$ cat src/hw/ifu_pkg.sv
/*
 * shared fetch unit types: instruction word union, fetch output and predecode
 * structs, instruction memory request struct and opcode constants
 */
`default_nettype none

package ifu_pkg;

  // field split of a 32-bit instruction
  typedef struct packed {
    logic [6:0] funct7;
    logic [4:0] rs2;
    logic [4:0] rs1;
    logic [2:0] funct3;
    logic [4:0] rd;
    logic [6:0] opcode;
  } full_instr_t;

  typedef struct packed {
    logic [15:0] hi;
    logic [15:0] lo;  // a compressed instruction always sits in the low parcel
  } parcel_pair_t;

  // the same 32-bit window, read as one instruction or as two parcels
  typedef union packed {
    full_instr_t  full;
    parcel_pair_t parcel;
  } fetch_word_u;

  // one instruction handed to decode
  typedef struct packed {
    fetch_word_u instr;
    logic [31:1] pc;
    logic        compressed;
    logic        br;
    logic        br_taken;
    logic        illegal;
  } fetch_out_t;

  typedef struct packed {
    logic        compressed;
    logic        jump;         // direct jump whose target is known at fetch
    logic        br;
    logic        illegal;
    logic [31:1] jump_target;
  } predecode_t;

  typedef struct packed {
    logic        req;
    logic [31:2] addr;  // word address
  } imem_req_t;

  localparam logic [6:0] op_jal    = 7'b1101111;
  localparam logic [6:0] op_branch = 7'b1100011;

  // funct3 of the quadrant 1 control transfers
  localparam logic [2:0] c_j    = 3'b101;
  localparam logic [2:0] c_jal  = 3'b001;
  localparam logic [2:0] c_beqz = 3'b110;
  localparam logic [2:0] c_bnez = 3'b111;

  localparam logic [1:0] quad_c1   = 2'b01;
  localparam logic [1:0] quad_rv32 = 2'b11;  // low bits of every 32-bit instruction

endpackage

`default_nettype wire
$ cat src/hw/ifu.sv
/*
 * instruction fetch unit top: fetch buffer, predecoder, next pc and output stage
 */
`default_nettype none

module ifu #(
  parameter logic [31:1] reset_pc = '0
) (
  input  logic                clk,
  input  logic                rst_n,
  input  logic                redirect,
  input  logic [31:1]         redirect_pc,
  output ifu_pkg::imem_req_t  imem,
  input  logic                imem_rvalid,
  input  logic [31:0]         imem_rdata,
  output ifu_pkg::fetch_out_t out,
  output logic                out_valid
);

  logic [31:1]          pc;
  ifu_pkg::fetch_word_u window;
  logic                 window_valid;  // advances pc and loads the output stage
  ifu_pkg::predecode_t  pd;

  ifu_fetch_buf i_fetch_buf (
    .clk          (clk),
    .rst_n        (rst_n),
    .pc           (pc),
    .redirect     (redirect),
    .imem         (imem),
    .imem_rvalid  (imem_rvalid),
    .imem_rdata   (imem_rdata),
    .window       (window),
    .window_valid (window_valid)
  );

  ifu_predecode i_predecode (
    .window (window),
    .pc     (pc),
    .pd     (pd)
  );

  ifu_next_pc #(
    .reset_pc (reset_pc)
  ) i_next_pc (
    .clk          (clk),
    .rst_n        (rst_n),
    .redirect     (redirect),
    .redirect_pc  (redirect_pc),
    .window_valid (window_valid),
    .pd           (pd),
    .pc           (pc)
  );

  ifu_out_stage i_out_stage (
    .clk          (clk),
    .rst_n        (rst_n),
    .window_valid (window_valid),
    .redirect     (redirect),
    .window       (window),
    .pc           (pc),
    .pd           (pd),
    .out          (out),
    .out_valid    (out_valid)
  );

endmodule

`default_nettype wire

$ cat src/hw/ifu_out_stage.sv
/*
 * output register stage toward decode
 */
`default_nettype none

module ifu_out_stage (
  input  logic                 clk,
  input  logic                 rst_n,
  input  logic                 window_valid,
  input  logic                 redirect,
  input  ifu_pkg::fetch_word_u window,
  input  logic [31:1]          pc,
  input  ifu_pkg::predecode_t  pd,
  output ifu_pkg::fetch_out_t  out,
  output logic                 out_valid
);

  always_ff @(posedge clk or negedge rst_n) begin
    if (!rst_n) out_valid <= 1'b0;
    else out_valid <= window_valid && !redirect;  // the item is dropped when the back end redirects
  end

  always_ff @(posedge clk) begin
    if (window_valid) begin
      // upper parcel of a compressed instruction is not part of it, so it goes out as zero
      out.instr.parcel.hi <= pd.compressed ? 16'h0000 : window.parcel.hi;
      out.instr.parcel.lo <= window.parcel.lo;
      out.pc              <= pc;
      out.compressed      <= pd.compressed;
      out.br              <= pd.br;
      out.br_taken        <= 1'b0;  // no prediction in this front end
      out.illegal         <= pd.illegal;
    end
  end

endmodule

`default_nettype wire

$ cat src/hw/ifu_next_pc.sv
/*
 * program counter register with redirect, jump and sequential selection
 */
`default_nettype none

module ifu_next_pc #(
  parameter logic [31:1] reset_pc = '0
) (
  input  logic                clk,
  input  logic                rst_n,
  input  logic                redirect,
  input  logic [31:1]         redirect_pc,
  input  logic                window_valid,
  input  ifu_pkg::predecode_t pd,
  output logic [31:1]         pc
);

  logic [31:1] seq_pc;
  logic [31:1] pc_next;

  // pc counts halfwords so the step is 1 or 2
  assign seq_pc = pc + (pd.compressed ? 31'd1 : 31'd2);

  always_comb begin
    if (redirect) begin
      pc_next = redirect_pc;  // back end wins over anything fetched
    end else if (!window_valid) begin
      pc_next = pc;
    end else if (pd.jump) begin
      pc_next = pd.jump_target;
    end else begin
      pc_next = seq_pc;  // illegal instructions step on as well
    end
  end

  always_ff @(posedge clk or negedge rst_n) begin
    if (!rst_n) pc <= reset_pc;
    else pc <= pc_next;
  end

endmodule

`default_nettype wire

$ cat src/hw/ifu_predecode.sv
/*
 * predecoder: classifies the fetch window and computes the direct jump target
 */
`default_nettype none

module ifu_predecode (
  input  ifu_pkg::fetch_word_u window,
  input  logic [31:1]          pc,
  output ifu_pkg::predecode_t  pd
);

  logic [15:0] c_instr;
  logic [2:0]  c_funct3;
  logic        compressed;
  logic        c_quad1;
  logic        c_jump;
  logic        c_branch;
  logic        jal;
  logic        branch;
  logic [31:1] cj_imm;
  logic [31:1] j_imm;
  logic [31:1] offset;

  assign c_instr  = window.parcel.lo;
  assign c_funct3 = c_instr[15:13];

  assign compressed = c_instr[1:0] != ifu_pkg::quad_rv32;
  assign c_quad1    = c_instr[1:0] == ifu_pkg::quad_c1;

  // C.J and C.JAL share the CJ immediate format
  assign c_jump   = c_quad1 && (c_funct3 == ifu_pkg::c_j || c_funct3 == ifu_pkg::c_jal);
  assign c_branch = c_quad1 && (c_funct3 == ifu_pkg::c_beqz || c_funct3 == ifu_pkg::c_bnez);

  assign jal    = !compressed && window.full.opcode == ifu_pkg::op_jal;
  assign branch = !compressed && window.full.opcode == ifu_pkg::op_branch;

  // offset[11|4|9:8|10|6|7|3:1|5] lives in bits 12:2 of the parcel
  assign cj_imm = {
    {21{c_instr[12]}},
    c_instr[8],
    c_instr[10:9],
    c_instr[6],
    c_instr[7],
    c_instr[2],
    c_instr[11],
    c_instr[5:3]
  };

  // imm[20|10:1|11|19:12] read back through the register fields
  assign j_imm = {
    {12{window.full.funct7[6]}},
    window.full.rs1,
    window.full.funct3,
    window.full.rs2[0],
    window.full.funct7[5:0],
    window.full.rs2[4:1]
  };

  assign offset = compressed ? cj_imm : j_imm;

  assign pd.compressed  = compressed;
  assign pd.jump        = c_jump || jal;
  assign pd.br          = c_branch || branch;
  assign pd.illegal     = c_instr == 16'h0000;  // the all-zero parcel is defined illegal
  assign pd.jump_target = pc + offset;          // halfword units, bit 0 of the offset is zero

endmodule

`default_nettype wire

$ cat src/hw/ifu_fetch_buf.sv
/*
 * fetch buffer: memory request sequencing, response capture with stale discard,
 * and assembly of the 32-bit window starting at a halfword pc
 */
`default_nettype none

module ifu_fetch_buf (
  input  logic                 clk,
  input  logic                 rst_n,
  input  logic [31:1]          pc,
  input  logic                 redirect,
  output ifu_pkg::imem_req_t   imem,
  input  logic                 imem_rvalid,
  input  logic [31:0]          imem_rdata,
  output ifu_pkg::fetch_word_u window,
  output logic                 window_valid
);

  logic [31:0] slot_data [2];
  logic [31:2] slot_addr [2];
  logic [1:0]  slot_valid;
  logic        outstanding;
  logic        stale;    // the outstanding response belongs to a path left by redirect
  logic        req_q;
  logic [31:2] req_addr_q;

  logic [31:2] pc_word;
  logic [31:2] pc_word_next;
  logic        hit_lo;
  logic        hit_hi;
  logic [31:0] word_lo;
  logic [31:0] word_hi;
  logic [15:0] first_parcel;
  logic        need_hi;
  logic [31:2] fetch_addr;
  logic        issue;
  logic        capture;
  logic        victim;

  assign pc_word      = pc[31:2];
  assign pc_word_next = pc[31:2] + 30'd1;

  always_comb begin
    hit_lo  = 1'b0;
    hit_hi  = 1'b0;
    word_lo = slot_data[0];
    word_hi = slot_data[0];
    for (int i = 0; i < 2; i++) begin
      if (slot_valid[i] && slot_addr[i] == pc_word) begin
        hit_lo  = 1'b1;
        word_lo = slot_data[i];
      end
      if (slot_valid[i] && slot_addr[i] == pc_word_next) begin
        hit_hi  = 1'b1;
        word_hi = slot_data[i];
      end
    end
  end

  // the second word is only needed for a 32-bit instruction in the upper half
  assign first_parcel = pc[1] ? word_lo[31:16] : word_lo[15:0];
  assign need_hi      = pc[1] && (first_parcel[1:0] == ifu_pkg::quad_rv32);
  assign window_valid = hit_lo && (!need_hi || hit_hi);
  assign window       = pc[1] ? {word_hi[15:0], word_lo[31:16]} : word_lo;

  assign fetch_addr = hit_lo ? pc_word_next : pc_word;
  assign issue      = !window_valid && !outstanding && !imem_rvalid && !redirect;
  assign capture    = imem_rvalid && !stale && !redirect;

  // keep the slot that the current window still reads
  assign victim = slot_valid[0] && (slot_addr[0] == pc_word || slot_addr[0] == pc_word_next);

  always_ff @(posedge clk or negedge rst_n) begin
    if (!rst_n) begin
      req_q       <= 1'b0;
      outstanding <= 1'b0;
      stale       <= 1'b0;
    end else begin
      req_q <= issue;  // one cycle strobe
      if (imem_rvalid) begin
        outstanding <= 1'b0;
        stale       <= 1'b0;
      end else if (outstanding && redirect) begin
        stale <= 1'b1;
      end else if (issue) begin
        outstanding <= 1'b1;
      end
    end
  end

  always_ff @(posedge clk) begin
    if (issue) req_addr_q <= fetch_addr;
  end

  always_ff @(posedge clk or negedge rst_n) begin
    if (!rst_n) slot_valid <= '0;
    else if (redirect) slot_valid <= '0;
    else if (capture) slot_valid[victim] <= 1'b1;
  end

  always_ff @(posedge clk) begin
    if (capture) begin
      slot_data[victim] <= imem_rdata;
      slot_addr[victim] <= req_addr_q;  // address of the single outstanding request
    end
  end

  assign imem.req  = req_q;
  assign imem.addr = req_addr_q;

endmodule

`default_nettype wire

$ cat config.mk
export PLATFORM = sky130hd
export DESIGN_NAME = ifu
export DESIGN_NICKNAME = d
export VERILOG_FILES = /design/src/hw/ifu_pkg.sv /design/src/hw/ifu.sv /design/src/hw/ifu_out_stage.sv /design/src/hw/ifu_next_pc.sv /design/src/hw/ifu_predecode.sv /design/src/hw/ifu_fetch_buf.sv
export SDC_FILE = /design/constraint.sdc
export NUM_CORES = 1
export LEC_CHECK = 0
export BUFFER_PORTS_ARGS = -buffer_cell sky130_fd_sc_hd__buf_2
export CAP_MARGIN = 40
export CORE_AREA = 2 2 235 190
export DETAILED_ROUTE_END_ITERATION = 8
export DIE_AREA = 0 0 237 192
export GPL_TIMING_DRIVEN = 0
export PLACE_DENSITY = 0.64
export SLEW_MARGIN = 10
export SYNTH_ARGS = -nofsm -noshare
export SYNTH_HDL_FRONTEND = slang
export SYNTH_HIERARCHICAL = 1
export SYNTH_SLANG_ARGS = --single-unit
$ cat constraint.sdc
create_clock -name clk -period 19.8 [get_ports clk]
set_input_delay 3.96 -clock clk [delete_from_list [all_inputs] [get_ports clk]]
set_output_delay 3.96 -clock clk [all_outputs]
set_load 0.005 [all_outputs]
== Yosys cells after proc, flatten, opt, wreduce, memory -nomap -nowiden ==
Memories as Yosys holds them, arrays and structs flattened.
Index checks and enable logic that the tools add are counted.

* Flip-flop bits (word level): 133
* Bits in writable memories: 124
* Input bits: 67
* Output and inout bits: 99
* Logic and storage cells: 98
* Memories: 2

* Add/subtract/negate cells: 3
* Order comparisons: 2
* Eq/ne operators: 14
* Muxes and demuxes: 25
* Bitwise operators: 1
* Reduce and logical (&&, ||, !) cells: 38

{| class="wikitable"
|+ Memories
! name !! words !! width !! read ports !! clocked after memory_dff !! wr ports !! RTL line !! RTL
|-
| i_fetch_buf.slot_data || 2 || 32 || 2 || 0 || 1 || ifu_fetch_buf.sv:19 || <nowiki>logic [31:0] slot_data [2];</nowiki>
|-
| i_fetch_buf.slot_addr || 2 || 30 || 2 || 0 || 1 || ifu_fetch_buf.sv:20 || <nowiki>logic [31:2] slot_addr [2];</nowiki>
|}

{| class="wikitable"
|+ Operators by type and width
! cell !! count
|-
| two-way mux 31 bit || 4
|-
| equality test 30 bit || 4
|-
| two-way mux 32 bit || 2
|-
| adder 31 bit || 2
|-
| adder 30 x 1 -> 30 bit, second input constant || 1
|-
| two-way mux 30 bit || 1
|-
| logical AND 1 bit || 19
|-
| zero test 16 bit || 1
|-
| two-way mux 16 bit || 1
|-
| equality test 7 bit, second input constant || 2
|-
| two-way mux 1 bit || 12
|-
| equality test 3 bit, second input constant || 3
|-
| two-way mux 2 bit || 4
|-
| nonzero test 2 bit || 4
|-
| zero test 1 bit || 7
|-
| logical OR 1 bit || 6
|-
| inequality test 2 bit, second input constant || 2
|-
| equality test 3 x 1 -> 1 bit, second input constant || 1
|-
| equality test 2 x 1 -> 1 bit, second input constant || 1
|-
| equality test 2 bit, second input constant || 1
|-
| less-than comparator 1 x 2 -> 1 bit, second input constant || 1
|-
| OR 2 bit || 1
|-
| AND reduction 2 bit || 1
|-
| demux 1 bit (select 1 bit) || 1
|-
| greater-or-equal comparator 1 bit, second input constant || 1
|}

== Depth between registers and ports, before layout ==
Gate-level depths: netlist of the first run.
An unclocked memory read counts as a cell.

* Depth in word-level cells: 17
* Gate-level depth with buffers: 28

== Hierarchy ==
The synthesis of the first run kept the hierarchy.

{| class="wikitable"
|+ By module, submodules not included
! module !! instances !! cells an instance !! area each (µm²) !! seq. area each (µm²)
|-
| ifu_fetch_buf || 1 || 691 || 8485.6 || 4749.6
|-
| ifu_next_pc || 1 || 279 || 2304.7 || 775.7
|-
| ifu_out_stage || 1 || 87 || 2168.3 || 2006.9
|-
| ifu_predecode || 1 || 291 || 2001.9 || 0.0
|}

== Least setup slack after synthesis of the first run ==
OpenSTA, ideal clock, no wires.

* Kind: input to register
* Start: input port redirect
* End: memory i_fetch_buf/slot_addr[0][0] (netlist name), enable pin
* Setup time: 0.657 ns
* Arrival time: 10.354 ns
* Data required time: 19.143 ns
* Slack: 8.789 ns
* Stages on the path: 1
* Cells stage by stage: nor4b_1

* Longest elaborated chain between the ends: 4

{| class="wikitable"
|+ Ends and longest elaborated chain
! item !! RTL line !! RTL
|-
| start, declared || ifu.sv:11 || <nowiki>input logic redirect,</nowiki>
|-
| zero test 1 bit || ifu_fetch_buf.sv:68 || <nowiki>assign capture = imem_rvalid && !stale && !redirect;</nowiki>
|-
| logical AND 1 bit || ifu_fetch_buf.sv:68 ||
|-
| two-way mux 1 bit || ifu_fetch_buf.sv:102 || <nowiki>if (capture) begin</nowiki>
|-
| two-way mux 1 bit (implied by the code) || ifu_fetch_buf.sv:104 || <nowiki>slot_addr[victim] <= req_addr_q;</nowiki>
|-
| end, declared || ifu_fetch_buf.sv:20 ||
|}

No other way between the ends.

==> flow_summary.yaml, run 1 <==
run_status:
  run_status: "completed"
worst_setup_path:
  critPathLaunchType: "register"
  rrSetupSlack_ns: 12.17
  critPathKind: "register to register"
  arrival_ns: 8.05
  cp_top_family: "compound AO/OA/AOI/OAI gates"
  cpMaxStageDelayCell: "a2111oi_0"
  r2r_start: "i_next_pc/pc[14]"
  path_max_fanout: 11
  regToRegEndpoint: "i_next_pc/pc[31]"
  setup.worst_path.end_class: "register"
  path_cells: "clkbuf_1 -> nand2_1 -> nor4_4 -> clkbuf_1 -> nand3_1 -> xnor2_1 -> a2111oi_0 -> and4b_1 -> buf_6 -> mux2i_1 -> mux2i_1 -> a21oi_4 -> inv_1 -> ha_1 -> a21o_1 -> a211o_1 -> o211ai_1 -> a21oi_1 -> and3_1 -> a2111oi_0 -> o211ai_1 -> and3_1 -> a21oi_1 -> o221ai_1"
  cp.required_ns: 20.22
  critical_path_buf_inv_count: 4
  ff2ff_path_depth: 24
  slowest_delay_ns: 0.61
worst_hold_path:
  hold_depth: 0
  min_to: "i_fetch_buf/slot_addr[1][17]"
  min-delay-start: "i_fetch_buf/req_addr_q[19]"
  hold_class: "register to register"
sta:
  maxSlewViolCount: 0
  rsz0062_at_grt: "false"
  clock.fmax_mhz: 131
  layout_min_cycle_time_ns: 7.63
  finalSetupTns_ns: 0
  worst_slack_ns: 12.17
  finClkSkew_ns: 0.0168
  relSlewSlack_pct: 37.0
  final-setup-viol-count: 0
  finalCritPeriodShare_pct: 38.5
  tightest_slew_ns: 0.945
  hold_viol_final: 0
yosys:
  ys_ff_latch: 257
  ys_types: 97
  synth_area_um2: 15000
  synth-edff-count: 220
  async_flop_share_pct: 14.4
  syn_nets: 1452
  syn_avg_cell_area_um2: 11.1
  yosysSeqAreaShare_pct: 50.3
  synth-main-ff-cell: "edfxtp_1"
  synth_warnings: 6
  syn_inst: 1348
final_layout:
  nets: 1664
  fin_area_um2: 17700
  nFillCells: 4138
  post_route_cells_drive_above_1_share_pct: 21.7
  layout_common_cells: "edfxtp_1 (220), buf_2 (188), nand2_1 (117), xor2_1 (91), a21oi_1 (82)"
  area_delta_synth_final_pct: 18.3
  layout_commonest_cell: "edfxtp_1"
global_routing:
  grt_pass1_wl_mm: 72.3
  grt_max_degree: 48
  antenna_found_initial: 5
  gr-total-overflow: 0
  grt_usage_pct: 21.0
  grt_pass1_vias: 11500
power:
  irDropWorstVdd_mv: 0.0559
  p_per_area_nw_per_um2: 83.7
  p_leak_nw: 6.72
placement:
  gp_congestion: 0.984
  port_buffers: 164
  pre_cts_ws_ns: 12.26
  dp_hpwl_mm: 37.4
  placed_area_um2: 16800
floorplanning:
  die_area_um2: 45500
  ios: 166
  rows: 68
  die_y_um: 192
  die_x_um: 237
  core_area_um2: 43000
  initial_core_util_pct: 34.8
detailed_routing:
  ant_nets: 0
  route.vias.total: 12000
  drc: 0
  routed_via_density: 5.58
  avgRoutedWirePerCell_um: 22.8
  dr.pass1.iters: 5
  wl_mm: 48.9
  drt-initial-drc-count: 1282
clock_network:
  clockRootBuffer: "clkbuf_16"
  insertion_delay_ns: 0.58
  clock-sinks: 257
  ctsResizeCount: 0
  holdBufCountCts: 0
  cts_buffer_depth: 3
  cts_tree: "done"
  cts-htree-levels: 1
  post_cts_buffers: 0
  cts-buffers-inserted: 29
  cts.clk_slew.worst_paths_ns: 0.06
flow_run:
  drv_cap: 0
-- cells by family (layout without fill, tap and decap cells) --
family	Yosys count	after routing	share of synthesized area [%]
AOI/OAI and AO/OA	251	251	11.4
xor gates and xnor gates	170	170	10.0
adders and majority gates	37	37	3.19
buffers and inverters	110	345	3.50
DFF	257	257	50.3
muxes	74	74	5.15
other	1	2	0.0251
and+or+nand+nor	448	448	16.4
-- worst max-delay path by stage --
stage	startpoint	slack, ns	depth (start not counted)	endpoint
final	i_next_pc/pc[14]	12.17	24	i_next_pc/pc[31]
after global routing	i_next_pc/pc[14]	11.73	24	i_next_pc/pc[31]
after CTS	i_next_pc/pc[14]	12.26	24	i_next_pc/pc[31]
after detailed placement	i_next_pc/pc[14]	12.26	24	i_next_pc/pc[31]
after global placement	redirect	3.81	2	i_fetch_buf/slot_data[0][24]
after floorplan	redirect	8.79	1	i_fetch_buf/slot_addr[0][0]
-- routing by layer --
metal | global-route usage, % | vias to the layer above | wire (µm)
met1 | 29.9 | 5895 | 21900
met4 | 4.94 | 8 | 901
met2 | 32.7 | 514 | 21800
met5 | 0 | - | 43
met3 | 4.56 | 71 | 4260
li1 | - | 5472 | -
-- layout make-up --
class,instances,area [µm²],area share (%)
inverter,24,90.1,0.509
clock inverter,22,193,1.09
buffer,86,434,2.45
sequential,257,7530,42.6
clock buffer,32,747,4.22
multi-input combinational,981,6940,39.2
tap,560,701,3.96
timing repair buffer,181,1060,5.97
antenna,1,2.50,0.0141
-- where the power goes --
group	total (mW)	switching, mW	internal [mW]
sequential	0.634	0.0260	0.608
combinational	0.310	0.192	0.118
clock	0.538	0.237	0.301
-- synth_stat cells, types with 23 or more instances --
cell        n  area [µm²]
a21oi_1    82         410
and3_1     39         244
clkbuf_1   46         173
dfrtp_1    37         926
edfxtp_1  220        6610
ha_1       35         438
inv_1      23        86.3
mux2i_1    53         531
nand2_1   117         439
nand3_1    33         165
nand4_1    35         219
nor2_1     65         244
nor3_1     35         175
o21ai_0    38         190
o221ai_1   24         210
xnor2_1    78         683
xor2_1     91         797
-- sequential cells by signal, summed over array words and instances, names as in the netlist --
| register | cells |
|---|---|
| i_fetch_buf/slot_addr | 60 |
| i_fetch_buf/outstanding | 1 |
| i_fetch_buf/stale | 1 |
| i_fetch_buf/slot_data | 64 |
| i_fetch_buf/req_addr_q | 30 |
| i_out_stage/out | 66 |
| i_next_pc/pc | 31 |
| i_fetch_buf/slot_valid | 2 |
| i_fetch_buf/req_q | 1 |
| i_out_stage/out_valid | 1 |
-- metrics by stage --
stage	std cells	power, mW	util, %	hold slack, ns
after floorplan	1348	0.845	-	0.471
after global placement	2072	0.943	38.4	0.449
after detailed placement	2089	0.946	39.0	0.457
after CTS	2143	1.49	41.2	0.476
after global routing	2144	1.54	41.2	0.492
final	2144	1.48	41.2	0.475
Note: power is estimated with default switching activity, not from simulation.
==> run 2, diff against run 1 <==
- PLACE_DENSITY: 0.64 -> 0.66
- clock period: 19.8 -> 6.6 ns (I/O delays scaled with it)
==> run 2 against run 1 <==
Against the previous run:
- critical path depth fell by 2
- wire length rose by 3.1%
- combinational power rose to 3.3 times the previous value
- worst setup slack got worse by 12 ns
- non-clock buffer count rose by 55
- first-iteration DRC count fell by 5.1%
- total power rose to 3.1 times the previous value
- die area did not move
- largest cell class unchanged
==> flow_summary.yaml, run 2 (same netlist as run 1, synthesis figures left out) <==
power:
  power_frac_comb_pct: 22.2
  power_mw: 4.56
  seq_power_share_pct: 41.6
  p_int_mw: 3.20
  pwr-share-clk_pct: 36.3
  p_switching_mw: 1.36
  p_sw_share_pct: 29.9
  p_leak_nw: 7.03
  irDropWorstVdd_mv: 0.187
  p_per_area_nw_per_um2: 247
sta:
  final-setup-viol-count: 0
  layout_min_cycle_time_ns: 6.44
  hold_viol_final: 0
  finClkSkew_ns: 0.0214
  maxSlewViolCount: 0
  clock.fmax_mhz: 155
  whs_ns: 0.468
  tightest_slew_ns: 0.872
  finalSetupTns_ns: 0
  finalCritPeriodShare_pct: 97.5
  relSlewSlack_pct: 41.9
final_layout:
  regMostFlops: "i_out_stage/out"
  area_delta_synth_final_pct: 23.2
  layout_common_cells: "edfxtp_1 (220), buf_2 (174), nand2_1 (115), xor2_1 (91), a21oi_1 (78)"
  fin_area_um2: 18400
  layout_commonest_cell: "edfxtp_1"
  layoutNonFillerInstCount: 2201
  largest_reg_flops: 66
  reg_top3: "i_out_stage/out (66), i_fetch_buf/slot_data (64), i_fetch_buf/slot_addr (60)"
  post_route_cells_drive_above_1_share_pct: 27.8
  nets: 1720
detailed_routing:
  avgRoutedWirePerCell_um: 22.9
  route.vias.total: 12300
  wl_mm: 50.5
  ant_nets: 0
  drt-initial-drc-count: 1217
  dr.pass1.iters: 5
  routed_via_density: 5.59
  drc: 0
floorplanning:
  core_area_um2: 43000
  ios: 166
  die_x_um: 237
  die_y_um: 192
  die_area_um2: 45500
  initial_core_util_pct: 34.8
  rows: 68
worst_setup_path:
  critPathKind: "register to register"
  critPathLaunchType: "register"
  cp_common_cell: "o21ai_2"
  cpMaxStageDelayCell: "or4_1"
  arrival_ns: 6.95
  slowest_delay_ns: 0.56
  path_max_fanout: 8
  cp.required_ns: 7.11
  path_cells: "buf_4 -> nand4_4 -> nor4_4 -> nand2_2 -> or4_1 -> a2111oi_4 -> and4b_2 -> buf_6 -> mux2i_1 -> mux2i_2 -> a21oi_4 -> clkinvlp_4 -> ha_1 -> clkbuf_1 -> nand3_1 -> or3_1 -> o21ai_2 -> a311oi_2 -> xnor2_1 -> o221ai_1 -> mux2_4 -> o21ai_2"
  setup.worst_path.end_class: "register"
placement:
  port_buffers: 164
  gp_congestion: 0.982
  dp_hpwl_mm: 37.4
  post-place-cells: 2087
  placed_area_um2: 16800
clock_network:
  clock-sinks: 257
  clockRootBuffer: "clkbuf_16"
  cts_buffer_depth: 3
  insertion_delay_ns: 0.58
  cts-buffers-inserted: 30
  holdBufCountCts: 0
  cts.clk_slew.worst_paths_ns: 0.07
  cts-htree-levels: 1
  cts_tree: "done"
global_routing:
  gr-total-overflow: 0
  antenna_found_initial: 5
  grt_pass1_vias: 11700
  grt_max_degree: 46
  grt_usage_pct: 21.4
  grt_pass1_wl_mm: 73.3
run_status:
  run_status: "completed"
flow_run:
  drv_cap: 0
worst_hold_path:
  hold_class: "register to register"
[run 2: cell types whose count changed in the layout (fill, tap and decap cells not counted), moves of 5 or more]
cell	delta
dfrtp_1	-25
buf_4	+61
clkbuf_4	+5
dfrtp_2	+25
clkbuf_2	+6
clkbuf_1	-10
buf_2	-14
[run 2: cell type report]
class | count | area [µm²]
fillers | 4097 | 24500
flip-flops and latches | 257 | 7560
multi-input cells | 981 | 7110
repair buffers | 239 | 1520
clock buffers | 33 | 783
well taps | 560 | 701
plain buffers | 83 | 464
clock inverters | 22 | 196
inverters | 24 | 93.8
diodes | 2 | 5.00
[run 2: worst paths after layout]
| path | startpoint | slack (ns) | end | cells after the start |
|---|---|---|---|---|
| worst max register to register | i_next_pc/pc[6] | 0.16 | i_next_pc/pc[28] | 22 |
| max in group asynchronous | rst_n | 5.57 | i_next_pc/pc[5] | 2 |
| worst min register to register | i_fetch_buf/req_addr_q[23] | 0.47 | i_fetch_buf/slot_addr[1][21] | 0 |
| worst min-delay path | i_fetch_buf/req_addr_q[23] | 0.47 | i_fetch_buf/slot_addr[1][21] | 0 |
| min in group asynchronous | rst_n | 0.56 | i_next_pc/pc[24] | 1 |
| worst max-delay path | i_next_pc/pc[6] | 0.16 | i_next_pc/pc[28] | 22 |
[run 2: through the flow]
stage                     util [%]  worst slack [ns]
final                         42.9             0.163
after global routing          42.9          -0.00942
after CTS                     41.9           0.00643
after detailed placement      39.0            -0.907
after global placement        38.4             -3.24
after floorplan                  -             0.221
[run 2: power groups by stage]
stage               clock, mW  sequential (mW)  combinational [mW]
finish                   1.65             1.89                1.01
global route             1.75             1.90                1.09
CTS                      1.69             1.90               0.939
detailed placement          0             1.93               0.906
global placement            0             1.94               0.893
floorplan                   0             1.90               0.633
[run 2: critical path, delay by kind of cell, from the launching register on]
kind / cells / cell delay [ns]
adder cells (fa/ha/maj): 1 / 0.31
flip-flops: 1 / 0.43
buffers and inverters: 4 / 0.83
XOR/XNOR: 1 / 0.43
AND/OR/NAND/NOR: 7 / 2.34
AO/OA/AOI/OAI: 6 / 1.26
multiplexers: 3 / 0.75
[run 2: per-layer routing]
layer,part of all wire [%],vias up,global-route usage (%)
met3,8.4,79,4.50
li1,-,5571,-
met5,0.065,-,0
met1,45,6111,30.9
met2,44,534,32.4
met4,2.5,6,5.57
[run 2: repair_timing]
action | CTS | global route
pin swaps | 8 | 14
setup endpoints to repair | 20 | 13
setup buffers | 15 | 45
gates resized for setup | 49 | 41
==> run 3, diff against run 2 <==
- CORE_AREA: 2 2 235 190 -> 2 2 190 154
- DIE_AREA: 0 0 237 192 -> 0 0 192 156
- PLACE_DENSITY: 0.66 -> 0.86
==> run 3 against run 2 <==
Against the previous run:
- core utilization grew 21 points
- clock power shrank 13%
- highest routed layer is now met4
- combinational power shrank 4%
- flip-flop and latch count stayed put
- non-clock buffer count decreased by 22
- critical path depth up 4
==> flow_summary.yaml, run 3 (same netlist as run 1, synthesis figures left out) <==
placement:
  port_buffers: 164
  post-place-cells: 1894
  placed_area_um2: 16500
  gp_congestion: 1.01
  dp_hpwl_mm: 33.6
global_routing:
  gr-total-overflow: 0
  grt_max_degree: 53
  antenna_found_initial: 2
  grt_pass1_wl_mm: 66.2
  grt_pass1_vias: 11500
  grt_usage_pct: 29.2
clock_network:
  insertion_delay_ns: 0.54
  cts-buffers-inserted: 26
  cts_tree: "done"
  cts_buffer_depth: 3
  holdBufCountCts: 0
  cts-htree-levels: 1
  clockRootBuffer: "clkbuf_16"
  cts.clk_slew.worst_paths_ns: 0.06
  clock-sinks: 257
floorplanning:
  core_area_um2: 28100
  rows: 55
  initial_core_util_pct: 53.3
  ios: 166
  die_area_um2: 30000
  die_x_um: 192
  die_y_um: 156
worst_setup_path:
  cpMaxStageDelayCell: "or4_1"
  regToRegEndpoint: "i_next_pc/pc[29]"
  r2r_start: "i_next_pc/pc[18]"
  critPathKind: "register to register"
  arrival_ns: 6.80
  cp-startpoint: "i_next_pc/pc[18]"
  slowest_delay_ns: 0.56
  crit_end: "i_next_pc/pc[29]"
  critPathLaunchType: "register"
  cp.required_ns: 7.03
  ff2ff_path_depth: 26
  path_max_fanout: 10
  rrSetupSlack_ns: 0.23
  setup.worst_path.end_class: "register"
sta:
  maxSlewViolCount: 0
  layout_min_cycle_time_ns: 6.37
  finalCritPeriodShare_pct: 96.5
  hold_viol_final: 0
  final-setup-viol-count: 0
  finClkSkew_ns: 0.0159
  relSlewSlack_pct: 39.1
  clock.fmax_mhz: 157
  tightest_slew_ns: 0.910
  whs_ns: 0.472
final_layout:
  multi_input_area_um2: 7090
  layoutNonFillerInstCount: 1982
  post_route_cells_drive_above_1_share_pct: 25.7
  layout_common_cells: "edfxtp_1 (220), buf_2 (172), nand2_1 (115), xor2_1 (91), a21oi_1 (78)"
  ff_latch_area_um2: 7560
  nets: 1694
  regMostFlops: "i_out_stage/out"
  reg_top3: "i_out_stage/out (66), i_fetch_buf/slot_data (64), i_fetch_buf/slot_addr (60)"
  fin_area_um2: 17800
  layout_commonest_cell: "edfxtp_1"
  largest_reg_flops: 66
  area_delta_synth_final_pct: 19.2
  nFillCells: 2185
detailed_routing:
  wl_mm: 45.2
  dr.pass1.iters: 6
  avgRoutedWirePerCell_um: 22.8
  ant_nets: 0
  drt-initial-drc-count: 1581
  routed_via_density: 6.21
  route.vias.total: 12300
  drc: 0
worst_hold_path:
  hold_class: "register to register"
  hold_depth: 0
power:
  p_leak_nw: 6.86
  irDropWorstVdd_mv: 0.215
  p_per_area_nw_per_um2: 241
run_status:
  run_status: "completed"
flow_run:
  drv_cap: 0
## run 3: worst min-delay path by stage
stage / slack, ns / end / startpoint
3_3_place_gp: 0.45 / i_fetch_buf/slot_addr[1][22] / i_fetch_buf/req_addr_q[24]
5_1_grt: 0.49 / i_fetch_buf/slot_addr[1][21] / i_fetch_buf/req_addr_q[23]
4_1_cts: 0.48 / i_fetch_buf/slot_addr[1][25] / i_fetch_buf/req_addr_q[27]
6_report: 0.47 / i_fetch_buf/slot_addr[1][25] / i_fetch_buf/req_addr_q[27]
2_1_floorplan: 0.47 / i_fetch_buf/slot_addr[0][0] / i_fetch_buf/req_addr_q[2]
3_5_place_dp: 0.46 / i_fetch_buf/slot_addr[1][25] / i_fetch_buf/req_addr_q[27]
## run 3: stage by stage
| stage | util (%) | worst slack, ns | power [mW] | setup TNS, ns |
|---|---|---|---|---|
| finish | 63.5 | 0.228 | 4.30 | 0 |
| global route | 63.5 | -0.0457 | 4.46 | -0.0517 |
| CTS | 62.1 | 0.0151 | 4.25 | 0 |
| detailed placement | 58.8 | -0.574 | 2.82 | -4.79 |
| global placement | 57.9 | -2.47 | 2.79 | -229.59 |
| floorplan | - | 0.221 | 2.53 | 0 |
## run 3: per-layer routing
| layer | vias to the layer above | global-route usage (%) | share of wire [%] |
|---|---|---|---|
| met1 | 5951 | 42.4 | 42 |
| met5 | - | 0 | 0 |
| met3 | 108 | 5.85 | 10 |
| li1 | 5498 | - | - |
| met4 | 0 | 8.98 | 2.9 |
| met2 | 744 | 44.2 | 44 |
## run 3: report_power, final
group | total (mW) | switching [mW] | leakage [nW] | internal [mW]
clock network | 1.43 | 0.607 | 0.399 | 0.823
logic | 0.971 | 0.584 | 4.02 | 0.387
registers | 1.90 | 0.0764 | 2.44 | 1.83
total | 4.30 | 1.27 | 6.86 | 3.04
## run 3: area by class of cell
type | instances | area share [%]
tap | 370 | 2.60
antenna | 3 | 0.0421
multi-input combinational | 981 | 39.8
sequential | 257 | 42.4
clock buffer | 32 | 3.89
timing repair buffer | 216 | 7.44
inverter | 24 | 0.526
buffer | 84 | 2.63
clock inverter | 15 | 0.723
## run 3: worst max-delay path: cells and delay by family (launching register included)
family	cells	cell delay, ns
and+or+nand+nor	9	2.14
xor gates and xnor gates	1	0.18
buffers and inverters	4	0.65
adders and majority gates	2	0.56
AOI/OAI and AO/OA	8	1.84
DFF	1	0.51
muxes	2	0.37
## run 3: repair_timing
action                                  in CTS  in global routing
endpoints found under the setup margin      18                 17
gates cloned                                 0                  0
gates resized for setup                     19                 60
pin swaps                                    3                 10
endpoints found under the hold margin        0                  0
buffers inserted                            10                 30
